## config.mk

```make
export PLATFORM = sky130hd
export DESIGN_NAME = msx_slot_system
export DESIGN_NICKNAME = d
export VERILOG_FILES = /design/src/common/bus_pkg.sv /design/src/common/msx_pkg.sv /design/src/mappers/mapper_ascii8.sv /design/src/mappers/mapper_konami.sv /design/src/mappers/mappers.sv /design/src/source/msx_slots.sv /design/src/source/slot_select.sv /design/src/source/msx_slot_system.sv
export VERILOG_INCLUDE_DIRS = /design/src /design/src/common
export SDC_FILE = /design/constraint.sdc
export NUM_CORES = 1
export LEC_CHECK = 0
export BUFFER_PORTS_ARGS = -buffer_cell sky130_fd_sc_hd__buf_4
export CELL_PAD_IN_SITES_DETAIL_PLACEMENT = 0
export CELL_PAD_IN_SITES_GLOBAL_PLACEMENT = 1
export CORE_AREA = 2 2 391 393
export CTS_BUF_LIST = sky130_fd_sc_hd__clkbuf_4 sky130_fd_sc_hd__clkbuf_8 sky130_fd_sc_hd__clkbuf_16
export DETAILED_ROUTE_END_ITERATION = 8
export DIE_AREA = 0 0 393 395
export GPL_ROUTABILITY_DRIVEN = 0
export PLACE_DENSITY = 0.41
export SLEW_MARGIN = 25
export SYNTH_ARGS = -nofsm -noshare
export SYNTH_HDL_FRONTEND = slang
export SYNTH_SLANG_ARGS = --single-unit
```

## constraint.sdc

```tcl
create_clock -name clk -period 17.46 [get_ports clk]
set_input_delay 1.746 -clock clk [delete_from_list [all_inputs] [get_ports clk]]
set_output_delay 1.746 -clock clk [all_outputs]
set_load 0.01 [all_outputs]
```

## src/common/msx_cfg.svh

```systemverilog
`ifndef MSX_CFG_SVH
`define MSX_CFG_SVH

// External RAM, byte addressed
`define MSX_RAM_AW 27

// Z80 address space
`define MSX_CPU_AW 16

// 16 KB pages, four per 64 KB space
`define MSX_PAGE_BITS 14

// 8 KB mapper banks
`define MSX_BANK_BITS 13

// Primary slot register
`define MSX_SLOT_PORT 8'hA8

// ASCII8 bank value bit that maps the bank onto SRAM
`define MSX_SRAM_BIT 7

`endif

```

## src/common/bus_pkg.sv

```systemverilog
`include "msx_cfg.svh"

package bus_pkg;

    // One Z80 cycle as seen by the slot logic
    typedef struct packed {
        logic [`MSX_CPU_AW-1:0] addr;
        logic [7:0]             data;  // Write data
        logic                   mreq;  // Memory strobe, one cycle
        logic                   iorq;  // I/O strobe, one cycle
        logic                   wr;    // Write when set
    } cpu_bus_t;

    // Request from a mapper towards external memory
    typedef struct packed {
        logic                   ram_cs;
        logic                   sram_cs;
        logic                   rnw;
        logic [`MSX_RAM_AW-1:0] addr;  // Offset from the region base
    } mem_req_t;

    // No access, bus left in read
    localparam mem_req_t req_idle = '{
        ram_cs:  1'b0,
        sram_cs: 1'b0,
        rnw:     1'b1,
        addr:    '0
    };

endpackage

```

## src/common/msx_pkg.sv

```systemverilog
`include "msx_cfg.svh"

package msx_pkg;

    // Cartridge or memory type found in a slot
    typedef enum logic [1:0] {
        MAPPER_NONE   = 2'd0,  // Empty slot, reads FFh
        MAPPER_LINEAR = 2'd1,  // Plain RAM or ROM
        MAPPER_ASCII8 = 2'd2,  // 8 KB banks plus SRAM
        MAPPER_KONAMI = 2'd3   // Konami, no SCC
    } mapper_t;

    // Layout entry, one per primary slot
    typedef struct packed {
        mapper_t    mapper;
        logic [3:0] ref_ram;     // Row in the RAM lookup table
        logic [1:0] ref_sram;    // Row in the SRAM lookup table
        logic [1:0] offset_ram;  // First 16 KB page occupied
        logic       cart_num;    // Cartridge number
    } block_t;

    // RAM region of a slot
    typedef struct packed {
        logic [`MSX_RAM_AW-1:0] addr;  // Base in external RAM
        logic [15:0]            size;  // In 16 KB blocks
        logic                   ro;    // ROM image, writes dropped
    } lookup_ram_t;

    // Battery backed SRAM region
    typedef struct packed {
        logic [`MSX_RAM_AW-1:0] addr;  // Base in external RAM
        logic [15:0]            size;  // Bytes
    } lookup_sram_t;

    // What a mapper is told about the active slot
    typedef struct packed {
        mapper_t     typ;
        logic [24:0] rom_size;    // Bytes
        logic [15:0] sram_size;   // Bytes, zero when absent
        logic        id;
        logic [1:0]  offset_ram;
    } block_info_t;

endpackage

```

## src/mappers/mapper_ascii8.sv

```systemverilog
`timescale 1ns/1ps
`include "msx_cfg.svh"

module mapper_ascii8 (
    input  logic              clk,
    input  logic              rst,
    input  bus_pkg::cpu_bus_t cpu,
    input  logic              sel,        // This mapper owns the page
    input  logic [24:0]       rom_size,   // Power of two
    input  logic [15:0]       sram_size,
    output bus_pkg::mem_req_t req
);

    logic [7:0]             bank [4];  // 4000h, 6000h, 8000h, A000h windows
    logic                   reg_wr;
    logic                   in_window;
    logic [1:0]             idx;
    logic [7:0]             cur_bank;
    logic                   sram_hit;
    logic [`MSX_RAM_AW-1:0] rom_offset;

    // Register area 6000h to 7FFFh, bits 12:11 pick the bank
    assign reg_wr = cpu.mreq && cpu.wr && (cpu.addr[15:13] == 3'b011);

    always_ff @(posedge clk) begin
        if (rst) begin
            for (int i = 0; i < 4; i++) begin
                bank[i] <= 8'h00;
            end
        end else if (sel && reg_wr) begin
            bank[cpu.addr[12:11]] <= cpu.data;
        end
    end

    // Cartridge space 4000h to BFFFh
    assign in_window = (cpu.addr[15:14] == 2'b01) || (cpu.addr[15:14] == 2'b10);
    assign idx       = 2'(cpu.addr[15:13] - 3'd2);
    assign cur_bank  = bank[idx];

    // Flagged bank maps SRAM, only when the cartridge has any
    assign sram_hit = cur_bank[`MSX_SRAM_BIT] && (sram_size != 16'd0);

    // Bank times 8 KB, wrapped at the ROM size
    assign rom_offset = `MSX_RAM_AW'({cur_bank, cpu.addr[`MSX_BANK_BITS-1:0]})
                      & `MSX_RAM_AW'(rom_size - 25'd1);

    always_comb begin
        req = bus_pkg::req_idle;
        if (cpu.mreq && in_window) begin
            if (sram_hit) begin
                req.sram_cs = 1'b1;
                req.rnw     = !(cpu.wr && !reg_wr);  // Register writes stay reads
                req.addr    = `MSX_RAM_AW'(cpu.addr[`MSX_BANK_BITS-1:0]);
            end else begin
                req.ram_cs = 1'b1;  // ROM, always a read
                req.addr   = rom_offset;
            end
        end
    end

endmodule

```

## src/mappers/mapper_konami.sv

```systemverilog
`timescale 1ns/1ps
`include "msx_cfg.svh"

module mapper_konami (
    input  logic              clk,
    input  logic              rst,
    input  bus_pkg::cpu_bus_t cpu,
    input  logic              sel,
    input  logic [24:0]       rom_size,
    output bus_pkg::mem_req_t req
);

    logic [7:0]             bank [1:3];  // Switchable windows, 4000h fixed to 0
    logic                   reg_wr;
    logic                   in_window;
    logic [1:0]             idx;
    logic [7:0]             cur_bank;
    logic [`MSX_RAM_AW-1:0] rom_offset;

    // Write anywhere in 6000h, 8000h or A000h window loads its bank
    assign reg_wr = cpu.mreq && cpu.wr
                 && (cpu.addr[15:13] >= 3'b011) && (cpu.addr[15:13] <= 3'b101);

    assign idx = 2'(cpu.addr[15:13] - 3'd2);

    always_ff @(posedge clk) begin
        if (rst) begin
            bank[1] <= 8'd1;
            bank[2] <= 8'd2;
            bank[3] <= 8'd3;
        end else if (sel && reg_wr) begin
            bank[idx] <= cpu.data;  // idx is 1 to 3 here
        end
    end

    assign in_window = (cpu.addr[15:14] == 2'b01) || (cpu.addr[15:14] == 2'b10);
    assign cur_bank  = (idx == 2'd0) ? 8'd0 : bank[idx];

    // Wrap at the ROM size
    assign rom_offset = `MSX_RAM_AW'({cur_bank, cpu.addr[`MSX_BANK_BITS-1:0]})
                      & `MSX_RAM_AW'(rom_size - 25'd1);

    always_comb begin
        req = bus_pkg::req_idle;
        if (cpu.mreq && in_window) begin
            req.ram_cs = 1'b1;  // rnw stays high
            req.addr   = rom_offset;
        end
    end

endmodule

```

## src/mappers/mappers.sv

```systemverilog
`timescale 1ns/1ps
`include "msx_cfg.svh"

module mappers (
    input  logic                 clk,
    input  logic                 rst,
    input  bus_pkg::cpu_bus_t    cpu,
    input  msx_pkg::block_info_t block_info,
    input  logic [7:0]           ram_dout,
    output bus_pkg::mem_req_t    req,          // Request of the active mapper
    output logic [7:0]           mapper_data   // Data back to the CPU
);

    bus_pkg::mem_req_t      req_linear;
    bus_pkg::mem_req_t      req_ascii8;
    bus_pkg::mem_req_t      req_konami;
    logic                   sel_ascii8;
    logic                   sel_konami;
    logic [`MSX_RAM_AW-1:0] lin_offset;
    logic                   lin_hit;

    // Bank registers move only in the slot that is addressed
    assign sel_ascii8 = (block_info.typ == msx_pkg::MAPPER_ASCII8);
    assign sel_konami = (block_info.typ == msx_pkg::MAPPER_KONAMI);

    // Linear region starts at offset_ram pages, negative wraps to a miss
    assign lin_offset = `MSX_RAM_AW'(cpu.addr)
                      - (`MSX_RAM_AW'(block_info.offset_ram) << `MSX_PAGE_BITS);
    assign lin_hit    = cpu.mreq && (lin_offset < `MSX_RAM_AW'(block_info.rom_size));

    always_comb begin
        req_linear        = bus_pkg::req_idle;
        req_linear.ram_cs = lin_hit;
        req_linear.rnw    = !(lin_hit && cpu.wr);
        req_linear.addr   = lin_hit ? lin_offset : '0;
    end

    mapper_ascii8 mapper_ascii8_inst (
        .clk       (clk),
        .rst       (rst),
        .cpu       (cpu),
        .sel       (sel_ascii8),
        .rom_size  (block_info.rom_size),
        .sram_size (block_info.sram_size),
        .req       (req_ascii8)
    );

    mapper_konami mapper_konami_inst (
        .clk      (clk),
        .rst      (rst),
        .cpu      (cpu),
        .sel      (sel_konami),
        .rom_size (block_info.rom_size),
        .req      (req_konami)
    );

    always_comb begin
        case (block_info.typ)
            msx_pkg::MAPPER_LINEAR: req = req_linear;
            msx_pkg::MAPPER_ASCII8: req = req_ascii8;
            msx_pkg::MAPPER_KONAMI: req = req_konami;
            default:                req = bus_pkg::req_idle;  // Empty slot
        endcase
    end

    // Open bus reads FFh
    assign mapper_data = (req.ram_cs || req.sram_cs) ? ram_dout : 8'hFF;

endmodule

```

## src/source/msx_slots.sv

```systemverilog
`timescale 1ns/1ps
`include "msx_cfg.svh"

module msx_slots (
    input  logic                   clk,
    input  logic                   rst,
    input  bus_pkg::cpu_bus_t      cpu,
    input  msx_pkg::block_t        active_block,  // Layout of the selected slot
    input  msx_pkg::lookup_ram_t   active_ram,    // Its RAM region
    input  msx_pkg::lookup_sram_t  active_sram,   // Its SRAM region
    input  logic [7:0]             ram_dout,
    output logic [7:0]             data,
    output logic [`MSX_RAM_AW-1:0] ram_addr,
    output logic [7:0]             ram_din,
    output logic                   ram_rnw,
    output logic                   sdram_ce
);

    msx_pkg::block_info_t block_info;
    bus_pkg::mem_req_t    req;
    logic [7:0]           mapper_data;

    // Mapper view of the slot
    assign block_info.typ        = active_block.mapper;
    assign block_info.rom_size   = 25'(active_ram.size) << `MSX_PAGE_BITS;  // Blocks to bytes
    assign block_info.sram_size  = active_sram.size;
    assign block_info.id         = active_block.cart_num;
    assign block_info.offset_ram = active_block.offset_ram;

    mappers mappers_inst (
        .clk         (clk),
        .rst         (rst),
        .cpu         (cpu),
        .block_info  (block_info),
        .ram_dout    (ram_dout),
        .req         (req),
        .mapper_data (mapper_data)
    );

    // SRAM region wins when the mapper asks for it
    assign ram_addr = (req.sram_cs ? active_sram.addr : active_ram.addr) + req.addr;

    // Read only regions never see a write
    assign ram_rnw = req.rnw | (req.ram_cs & active_ram.ro);

    assign sdram_ce = req.ram_cs | req.sram_cs;
    assign ram_din  = cpu.data;  // Straight from the CPU
    assign data     = mapper_data;

endmodule

```

## src/source/slot_select.sv

```systemverilog
`timescale 1ns/1ps
`include "msx_cfg.svh"

module slot_select (
    input  logic                  clk,
    input  logic                  rst,
    input  bus_pkg::cpu_bus_t     cpu,
    input  msx_pkg::block_t       slot_layout [4],
    input  msx_pkg::lookup_ram_t  ram_table [16],
    input  msx_pkg::lookup_sram_t sram_table [4],
    output msx_pkg::block_t       active_block,
    output msx_pkg::lookup_ram_t  active_ram,
    output msx_pkg::lookup_sram_t active_sram
);

    logic [7:0] primary;  // Port A8h, two bits per page
    logic [1:0] page;
    logic [1:0] slot;
    logic       port_wr;

    // Only the low byte of the I/O address is decoded
    assign port_wr = cpu.iorq && cpu.wr && (cpu.addr[7:0] == `MSX_SLOT_PORT);

    always_ff @(posedge clk) begin
        if (rst) begin
            primary <= 8'h00;  // Everything in slot 0
        end else if (port_wr) begin
            primary <= cpu.data;
        end
    end

    // Page number from the top address bits
    assign page = cpu.addr[`MSX_CPU_AW-1:`MSX_PAGE_BITS];

    // Field for that page
    assign slot = primary[{page, 1'b0} +: 2];

    // Chained table lookups, all combinational
    assign active_block = slot_layout[slot];
    assign active_ram   = ram_table[active_block.ref_ram];
    assign active_sram  = sram_table[active_block.ref_sram];

endmodule

```

## src/source/msx_slot_system.sv

```systemverilog
`timescale 1ns/1ps
`include "msx_cfg.svh"

module msx_slot_system (
    input  logic                   clk,
    input  logic                   rst,
    input  bus_pkg::cpu_bus_t      cpu,               // CPU cycle
    input  msx_pkg::block_t        slot_layout [4],   // One entry per primary slot
    input  msx_pkg::lookup_ram_t   ram_table [16],    // RAM regions
    input  msx_pkg::lookup_sram_t  sram_table [4],    // SRAM regions
    input  logic [7:0]             ram_dout,          // Read data from RAM
    output logic [7:0]             data,              // Read data to CPU
    output logic [`MSX_RAM_AW-1:0] ram_addr,
    output logic [7:0]             ram_din,
    output logic                   ram_rnw,
    output logic                   sdram_ce
);

    // Configuration of the slot behind the addressed page
    msx_pkg::block_t       active_block;
    msx_pkg::lookup_ram_t  active_ram;
    msx_pkg::lookup_sram_t active_sram;

    slot_select slot_select_inst (
        .clk          (clk),
        .rst          (rst),
        .cpu          (cpu),
        .slot_layout  (slot_layout),
        .ram_table    (ram_table),
        .sram_table   (sram_table),
        .active_block (active_block),
        .active_ram   (active_ram),
        .active_sram  (active_sram)
    );

    // Mappers and address translation
    msx_slots msx_slots_inst (
        .clk          (clk),
        .rst          (rst),
        .cpu          (cpu),
        .active_block (active_block),
        .active_ram   (active_ram),
        .active_sram  (active_sram),
        .ram_dout     (ram_dout),
        .data         (data),
        .ram_addr     (ram_addr),
        .ram_din      (ram_din),
        .ram_rnw      (ram_rnw),
        .sdram_ce     (sdram_ce)
    );

endmodule

```

== Word level (Yosys, flattened, before mapping) ==
Memory sizes are Yosys's and may differ from the RTL's.
Index checks and enable logic that the tools add are counted.

* Add/subtract/negate cells: 4
* Order comparisons: 6
* Equality and inequality tests: 7
* Shift-type cells: 1
* Multiplexer cells: 34
* Bitwise logic cells: 8
* Reductions and logical operators: 22

{| class="wikitable"
|+ Operators by type and width
! kind !! count
|-
| $bmux W44 S4 || 1
|-
| $mux W27 || 4
|-
| $pmux W30 S3 || 1
|-
| $mux W44 || 2
|-
| $bmux W43 S2 || 1
|-
| $mux W43 || 2
|-
| $and A21 B27 Y27 || 2
|-
| $mux W8 || 4
|-
| $mux W30 || 1
|-
| $add A27 B27 Y27 || 1
|-
| $lt A27 B25 Y1 || 1
|-
| $sub A25 B1 Y26 const B || 1
|-
| $bmux W11 S2 || 1
|-
| $mux W11 || 2
|-
| $sub A16 B16 Y17 || 1
|-
| $reduce_bool A16 Y1 || 1
|-
| $reduce_or A8 Y1 || 2
|-
| $logic_and A1 B1 Y1 || 13
|-
| $mux W1 || 12
|-
| $eq A8 B8 Y1 const B || 1
|-
| $shiftx A8 B4 Y2 || 1
|-
| $eq A2 B2 Y1 const B || 3
|-
| $ge A3 B3 Y1 const B || 2
|-
| $mux W2 || 3
|-
| other kinds (13) || 19
|}

* Register bits: 8
* Bits in writable memories: 56
* Input port bits: 957
* Word-level logic and storage cells: 85
* Memories: 2

{| class="wikitable"
|+ Memory list
! name !! words !! bits a word !! rd ports !! clocked after Yosys merged registers in !! write ports !! line !! source
|-
| msx_slots_inst.mappers_inst.mapper_ascii8_inst.bank || 4 || 8 || 1 || 0 || 4 || mapper_ascii8.sv:14 || <nowiki>logic [7:0] bank [4];</nowiki>
|-
| msx_slots_inst.mappers_inst.mapper_konami_inst.bank || 3 || 8 || 1 || 0 || 3 || mapper_konami.sv:13 || <nowiki>logic [7:0] bank [1:3];</nowiki>
|}

== Depth between registers and ports, before layout ==
Gate-level depths: netlist (run 1).

* Word-level depth: 16
* Depth in mapped cells: 36
* Mapped depth without buffers: 28

== By module ==
Synthesis (run 1) repeated with hierarchy kept, for this count alone.

* Cell total of the unflattened synthesis: 2456
* Area, all modules: 16102.9 sq um

{| class="wikitable"
|+ By module, submodules not included
! module !! instances !! cells each !! area each (sq um) !! sequential area each (sq um)
|-
| slot_select || 1 || 1642 || 8832.2 || 160.2
|-
| mapper_ascii8 || 1 || 207 || 2219.6 || 960.9
|-
| msx_slots || 1 || 244 || 1870.5 || 0.0
|-
| mapper_konami || 1 || 184 || 1796.7 || 720.7
|-
| mappers || 1 || 179 || 1383.8 || 0.0
|}

== Worst setup path before layout (run 1) ==
Ideal clock, no wire load.

* Kind: input port to output port
* Start point: input port cpu[25] (netlist bit)
* End point: output port ram_addr[25]
* Arrival time: 7.990 ns
* Data required time: 15.714 ns
* Slack: 7.724 ns
* Stages on the path: 33
* Cells stage by stage: buf_6 mux4_2 buf_4 buf_4 mux2i_1 mux2i_2 buf_2 buf_4 buf_2 buf_2 clkbuf_1 nand3_1 o211ai_1 o21ai_0 ha_1 o211ai_1 a211oi_1 nand2_1 a2bb2oi_2 nand3_4 buf_6 and2_1 ha_1 or3_1 nor2_1 o21ai_0 nand3_1 o221ai_1 a211o_1 a31o_2 a211o_1 a21oi_1 xnor2_1

* Longest elaborated chain between the ends: 16
* Elaborated cells on any way between the ends: 41

{| class="wikitable"
|+ Ends and longest elaborated chain
! what !! line !! source
|-
| from (decl) || msx_slot_system.sv:7 || <nowiki>input bus_pkg::cpu_bus_t cpu,</nowiki>
|-
| branches (longest 15 deep; another with $sub A25 B1 Y26) || - ||
|-
| $add A27 B27 Y27 (*) || msx_slots.sv:41 || <nowiki>assign ram_addr = (req.sram_cs ? active_sram.addr : active_ram.addr) + req.addr;</nowiki>
|-
| to (decl) || msx_slot_system.sv:13 || <nowiki>output logic [`MSX_RAM_AW-1:0] ram_addr,</nowiki>
|}

Mark *: on every way between the ends. The select of a mux whose other input is x is not followed.

== Final worst setup path (run 1) ==
* Start point: input port cpu[25] (netlist bit)
* End point: output port ram_addr[26]

The elaborated chain is that of the path after synthesis.

==> impl_results.md, run 1 <==
* Status: completed
* Clk buf depth at 2
* Fin crit period at 12.74 ns
* CTS clk-pin slew, worst paths at 0.05 ns
* Async SR Flop Fraction at 0
* Clock network fraction of design power at 0.211
* Worst path max stage delay at 0.70 ns
* Ratio of cells with drive above 1 in the final layout at 0.3989
* Internal Power at 0.0005666 W
* Maximum vdd ir drop at 43.11 µV
* Yosys reg bits at 64
* Remaining DRCs at 0
* Mapped Area at 12160 µm²
* DR WL/cell at 23.09 µm
* DRT Wirelength at 107700 µm
* Dpl hpwl at 92470 µm
* CP most frequent cell: mux2i_1
* Total Routing Usage GR at 0.1307
* Lkg Pwr at 9.714 nW
* Clk root buf: clkbuf_16
* Achievable frequency at 0.07849 GHz
* Crit path max fanout at 68
* Multi-input logic area at 9629 µm²
* Vias post-DR at 16360
* Vias in the first global route at 16810
* Largest net degree at the start of global routing at 116
* Final net count at 3610
* Final TNS setup at 0 ns
* Worst setup path class: in -> out
* RSZ-0062 raised after global routing: false
* Switching power at 0.0003662 W
* Post-Route Utilization at 0.1428
* Iter 0 DRT Violations at 773
* Register area at 1842 µm²
* Number of synthesized flops with an enable pin at 56
* Post-DRT Antenna Nets at 0
* Max_cap viols at 0
* Slew @ Worst Pin at 1.063 ns
* Slowest-stage cell, CP: buf_4
* Setup Viol. Count Final at 0
* Row count at 143
* Register area share after synthesis at 0.1515
* Min Hold Slack at 0.4949 ns
* CP Capture Type: primary output
* Max_slew headroom at 0.2867
* CP Data Required Time at 15.71 ns
* Post-CTS setup buffer count at 0
* Top cells by area, synth: nand2_1 (17%), edfxtp_1 (14%), mux2i_1 (11%)
* Critical path arrival at 10.99 ns
* Period utilization at 0.7297
* Hold_buf cts at 0
* Gr ovfl total at 0
* CTS tree: built
* Syn_area_per_cell at 6.728 µm²
* Fillers at 17650
* H-tree Lvls at 3
* Share of power burned in registers at 0.187
* Fin. max-slew vios at 0
* Clock skew at 0.006421 ns
* Die H at 395 µm
* Initial antenna violation count at 43
* Worst min path class: reg -> reg
* Comb power frac at 0.602
* Clock Latency Late Sink at 0.32 ns
* Tot Pwr at 0.0009328 W
* Die Wd at 393 µm
* Final hold vios at 0
* Die area at 155200 µm²
* Net Sw Frac at 0.3926
* Final worst slack at 4.720 ns
* Top_reg_cell synth: edfxtp_1
* Place WS at 4.354 ns
* IO Pins at 1002
* Yosys warning count at 0
* CP Launch Type: input pin
* Cell area power density at 43.20 nW/µm²
* Drt via density at 3.508
* Core Area at 151200 µm²
* Clk sinks at 64
* CTS Buf Count at 9
* Drt first pass iters at 5
* Global-route wire length before repair at 140200 µm
* PortBufs at 917
* Post-synthesis instance total at 1807
* Area Overhead vs Synth at 77.62%
* Initial core utilization at 0.08041
* Top cell type's share of synthesized area at 0.1680
* CTS-repair resized insts at 0
* Area leader, netlist: nand2_1
* Synth unique cells at 67
-- state kept, by name (all words and copies together) (netlist names) --
signal	cells
msx_slots_inst.mappers_inst.mapper_konami_inst.bank	24
msx_slots_inst.mappers_inst.mapper_ascii8_inst.bank	32
slot_select_inst.primary	8
-- area by class of cell --
| class | count | share of cell area |
|---|---|---|
| multi-input combinational | 1576 | 0.4459 |
| timing repair buffer | 949 | 0.3317 |
| tap | 2030 | 0.1176 |
| sequential | 64 | 0.08529 |
| clock buffer | 13 | 0.01211 |
| clock inverter | 3 | 0.003013 |
| inverter | 17 | 0.002955 |
| antenna | 12 | 0.001391 |
-- per-layer routing --
metal  vias to the layer above  share of wire  track usage
met2                       604           0.53       0.2468
met3                        80          0.066      0.03075
met5                         -         0.0013            0
li1                       8077              -            -
met1                      7577           0.39       0.1487
met4                        22          0.015      0.02169
-- cell families after synthesis --
| kind of cell | Yosys count | share of synthesized area |
|---|---|---|
| AND/OR/NAND/NOR | 968 | 0.3571 |
| AO/OA/AOI/OAI | 357 | 0.1951 |
| multiplexers | 182 | 0.1710 |
| buffers and inverters | 171 | 0.06649 |
| flip-flops | 64 | 0.1515 |
| adder cells (fa/ha/maj) | 36 | 0.03829 |
| XOR/XNOR | 28 | 0.02017 |
| other | 1 | 0.0003085 |
-- critical path: cells and delay by family --
family                   cells  cell delay (ns)
multiplexers                 7             2.62
AO/OA/AOI/OAI               10             2.84
adder cells (fa/ha/maj)      3             0.85
XOR/XNOR                     1             0.21
AND/OR/NAND/NOR              4             0.97
buffers and inverters        6             1.60
-- cell usage in the layout, fill, tap and decap left out, types with 9 or more instances in the layout --
cell type / instances
clkbuf_16: 9
nor2_1: 70
diode_2: 12
mux2i_1: 127
nand2_1: 544
nand3_1: 153
a21oi_1: 108
mux2_2: 31
nor4_1: 17
o21ai_0: 79
inv_1: 17
edfxtp_1: 56
and2_1: 66
xnor2_1: 21
or2_2: 9
and3_1: 36
ha_1: 34
a21o_1: 13
a311oi_1: 31
nor3_1: 21
a22oi_1: 22
o211ai_1: 31
nand2b_1: 21
a311o_1: 25
buf_4: 946
mux4_2: 16
-- power by group through the flow --
stage	combinational [W]	clock [W]	sequential [W]
2_1_floorplan	0.000235	0	0.000177
3_3_place_gp	0.000585	0	0.000178
3_5_place_dp	0.000585	0	0.000178
4_1_cts	0.000587	0.000200	0.000175
5_1_grt	0.000620	0.000206	0.000175
6_report	0.000562	0.000197	0.000174
-- per-stage QoR --
step	cell area, µm²	std cells
2_1_floorplan	12170	1811
3_3_place_gp	21220	4636
3_5_place_dp	21240	4636
4_1_cts	21560	4652
5_1_grt	21580	4657
6_report	21590	4664
-- final timing paths --
check / from / end / slack [ns] / depth (start not counted)
max reg2reg: slot_select_inst.primary[6] / flip-flop / 13.13 / 8
max: cpu[25] / ram_addr[26] / 4.72 / 31
min reg2reg: slot_select_inst.primary[6] / slot_select_inst.primary[6] / 0.49 / 2
min: slot_select_inst.primary[6] / slot_select_inst.primary[6] / 0.49 / 2
-- cells in the mapped netlist, drive strengths merged (25+ instances only) --
library cell / count
o211ai: 31
nand3: 155
a311o: 25
edfxtp: 56
a311oi: 35
ha: 34
buf: 89
o21ai: 83
and2: 66
clkbuf: 65
a21oi: 108
and3: 36
mux2: 33
nor2: 70
mux2i: 133
nand2: 544
No activity file was read; power rests on OpenSTA's default activity.
==> inputs of run 2 (changes only) <==
Settings changed: ABC_AREA set to 1, CORE_AREA 2 2 391 393 to 2 2 389 391, DIE_AREA 0 0 393 395 to 0 0 391 393, PLACE_DENSITY 0.41 to 0.43.
Clock period 17.46 ns to 11.66 ns, I/O delays scaled along.
==> run 2 against run 1 <==
Critical path depth rose by 3. Register-to-register slack got worse by 4.8 ns. Critical path type unchanged. First-iteration DRC count rose by 69%. Die area fell by 1.0%.
==> impl_results.md, run 2 <==
* Async SR Flop Fraction at 0 (unchanged)
* CTS clk-pin slew, worst paths at 0.05 ns (about the same)
* Global-route wire length before repair at 160000 µm (+14%)
* CP Launch Type: input pin
* Most frequent cells in the layout: buf_4 (955), nor2_1 (399), nand2_1 (383)
* Crit-path leading delay family: compound AO/OA/AOI/OAI gates
* DR WL/cell at 25.54 µm (+11%)
* Setup Viol. Count Final at 0 (unchanged)
* Worst min path class: reg -> reg
* Post-CTS setup buffer count at 0 (unchanged)
* Total Routing Usage GR at 0.1521 (+0.02137)
* Clock network fraction of design power at 0.139 (-0.072)
* Synth top cells by count: nor2_1 (399), nand2_1 (385), o21ai_0 (324), nand3_1 (183), o22ai_1 (118)
* Slowest-stage cell, CP: o21ai_0
* Top cell type's share of synthesized area at 0.1404 (-0.02756)
* Placed instance count at 4827 (+4.1%)
* Die area at 153700 µm² (-1.0%)
* Core Area at 149200 µm² (-1.3%)
* CP Capture Type: primary output
* Iter 0 DRT Violations at 1308 (+69%)
* Layout Cells excl Fill at 4851 (+4.0%)
* Worst path max stage delay at 0.59 ns (-0.11 ns)
* Syn_area_per_cell at 5.741 µm² (-15%)
* Vias in the first global route at 17950 (+6.8%)
* Critical path arrival at 8.38 ns (-2.61 ns)
* Slew @ Worst Pin at 1.009 ns (-0.05375 ns)
* Maximum vdd ir drop at 57.22 µV (+33%)
* Tot Pwr at 0.001791 W (+92%)
* Yosys reg bits at 64 (unchanged)
* Die H at 393 µm (-0.51%)
* Period utilization at 0.8184
* IO Pins at 1002 (unchanged)
* Cell area power density at 84.57 nW/µm² (+96%)
* Comb power frac at 0.715 (+0.113)
* Worst setup path class: in -> out
* Crit path buffers/inverters at 7 (+1)
* Fin crit period at 9.542 ns
* Clk buf depth at 2 (unchanged)
* Row count at 142 (-0.70%)
* Initial antenna violation count at 47 (+9.3%)
* Largest net degree at the start of global routing at 79 (-32%)
* Area leader, netlist: edfxtp_1
* Gr ovfl total at 0 (unchanged)
* Final hold vios at 0 (unchanged)
* Switching power at 0.0008894 W (+140%)
* Yosys warning count at 0 (unchanged)
* Achievable frequency at 0.1048 GHz
* Clk root buf: clkbuf_16
* Clk sinks at 64 (unchanged)
* Remaining DRCs at 0 (unchanged)
* Internal Power at 0.0009017 W (+59%)
* Die Wd at 391 µm (-0.51%)
* Top_reg_cell synth: edfxtp_1
* Clock skew at 0.006706 ns (+0.0002857 ns)
* Net Sw Frac at 0.4966 (+0.1040)
* Status: completed
* Largest reg by FF count: msx_slots_inst.mappers_inst.mapper_ascii8_inst.bank
* Share of power burned in registers at 0.146 (-0.041)
* CTS-repair resized insts at 0 (unchanged)
* DRT Wirelength at 123900 µm (+15%)
* Initial core utilization at 0.08025 (-0.0001590)
* Synth unique cells at 64 (-4.5%)
* Hold_buf cts at 0 (unchanged)
* Crit path max fanout at 49 (-28%)
* CP most frequent cell: nand2_1
* Max reg flops at 32 (unchanged)
* Ratio of cells with drive above 1 in the final layout at 0.3567 (-0.04226)
* Drt first pass iters at 5 (unchanged)
* Number of synthesized flops with an enable pin at 56 (unchanged)
* Fin. max-slew vios at 0 (unchanged)
* Final net count at 3887 (+7.7%)
* Placed inst area at 20880 µm² (-1.7%)
* Area Overhead vs Synth at 76.83%
* Mapped Area at 11980 µm² (-1.5%)
* Max_slew headroom at 0.3202 (+0.03352)
* Vias post-DR at 18300 (+12%)
* H-tree Lvls at 3 (unchanged)
* Post-route cell area at 21180 µm² (-1.9%)
* Top cells by area, synth: edfxtp_1 (14%), o21ai_0 (14%), nor2_1 (13%)
* Lkg Pwr at 9.532 nW (-1.9%)
* CTS tree: built
* Clock Latency Late Sink at 0.33 ns (about the same)
* Max_cap viols at 0 (unchanged)
* Most common cell in the netlist: nor2_1
* RSZ-0062 raised after global routing: false
* Post-synthesis instance total at 2086 (+15%)
* PortBufs at 917 (unchanged)
* Dpl hpwl at 107400 µm (+16%)
* Top Registers: msx_slots_inst.mappers_inst.mapper_ascii8_inst.bank x32, msx_slots_inst.mappers_inst.mapper_konami_inst.bank x24, slot_select_inst.primary x8
* Drt via density at 3.772 (+7.5%)
* CP Data Required Time at 10.49 ns (-5.22 ns)
* Post-DRT Antenna Nets at 0 (unchanged)
* Commonest non-fill, non-tap cell in the layout: buf_4
* Register area share after synthesis at 0.1538 (+0.002279)
* CTS Buf Count at 9 (unchanged)
* Final TNS setup at 0 ns (unchanged)
-- run 2: cell types whose count changed in the layout (fill, tap and decap cells not counted), moves of 30 or more --
cell and change:
nand2_1 -161, o22ai_1 +117, mux2_2 -31, and2_1 -66, inv_1 +89, o21ai_0 +245
mux2i_1 -125, a311oi_1 -31, a21oi_1 -45, nand3_1 +30, nor2_1 +329, and3_1 -36
-- run 2: through the flow --
step           hold slack, ns  utilization  worst slack, ns
4_1_cts                0.4959       0.1418            1.723
2_1_floorplan          0.4714            -            4.044
5_1_grt                0.5031       0.1418            1.329
3_3_place_gp           0.4898       0.1399            1.656
3_5_place_dp           0.4889       0.1399            1.737
6_report               0.4961       0.1419            2.118
-- run 2: tightest hold or removal path, stage by stage, from the launching register on --
cell      delay (ns)
dfxtp_1         0.30
nor2_1          0.10
a211oi_1        0.05
-- run 2: power by group through the flow --
| stage | Sequential [W] | Combinational (W) | Clock (W) |
|---|---|---|---|
| CTS | 0.000262 | 0.00132 | 0.000254 |
| floorplan | 0.000266 | 0.000576 | 0 |
| detailed placement | 0.000267 | 0.00132 | 0 |
| global placement | 0.000266 | 0.00132 | 0 |
| global route | 0.000263 | 0.00141 | 0.000264 |
| finish | 0.000262 | 0.00128 | 0.000249 |
-- run 2: path summary, 6_finish.rpt --
| check | from | to | slack, ns | cells after the start |
|---|---|---|---|---|
| hold / removal | slot_select_inst.primary[1] | slot_select_inst.primary[1] | 0.50 | 2 |
| hold reg to reg | slot_select_inst.primary[1] | slot_select_inst.primary[1] | 0.50 | 2 |
| setup reg to reg | slot_select_inst.primary[2] | flip-flop | 8.29 | 15 |
| setup / recovery | cpu[25] | ram_addr[23] | 2.12 | 34 |
-- run 2: per-layer routing --
metal / track usage / part of all wire / up-vias
met4: 0.01144 / 0.0066 / 24
met5: 0 / 0.0013 / -
met2: 0.2661 / 0.49 / 655
met3: 0.03401 / 0.071 / 73
li1: - / - / 8838
met1: 0.1968 / 0.43 / 8707
-- run 2: final cells by class --
type | instances | area (µm²)
inverter | 120 | 460.4
clock inverter | 2 | 8.758
tap | 1944 | 2432
clock buffer | 14 | 269.0
fill | 17550 | 128100
antenna | 8 | 20.02
sequential | 64 | 1842
timing repair buffer | 957 | 7209
multi-input combinational | 1742 | 8936
-- run 2: cell families (layout without fill, tap and decap cells) --
| kind of cell | Yosys count | in the layout | share of synthesized area |
|---|---|---|---|
| AND/OR/NAND/NOR | 1041 | 1041 | 0.3687 |
| AO/OA/AOI/OAI | 630 | 630 | 0.3086 |
| buffers and inverters | 284 | 1093 | 0.1076 |
| flip-flops | 64 | 64 | 0.1538 |
| adder cells (fa/ha/maj) | 36 | 36 | 0.03886 |
| XOR/XNOR | 28 | 28 | 0.02048 |
| multiplexers | 2 | 2 | 0.001672 |
| other | 1 | 13 | 0.0003131 |
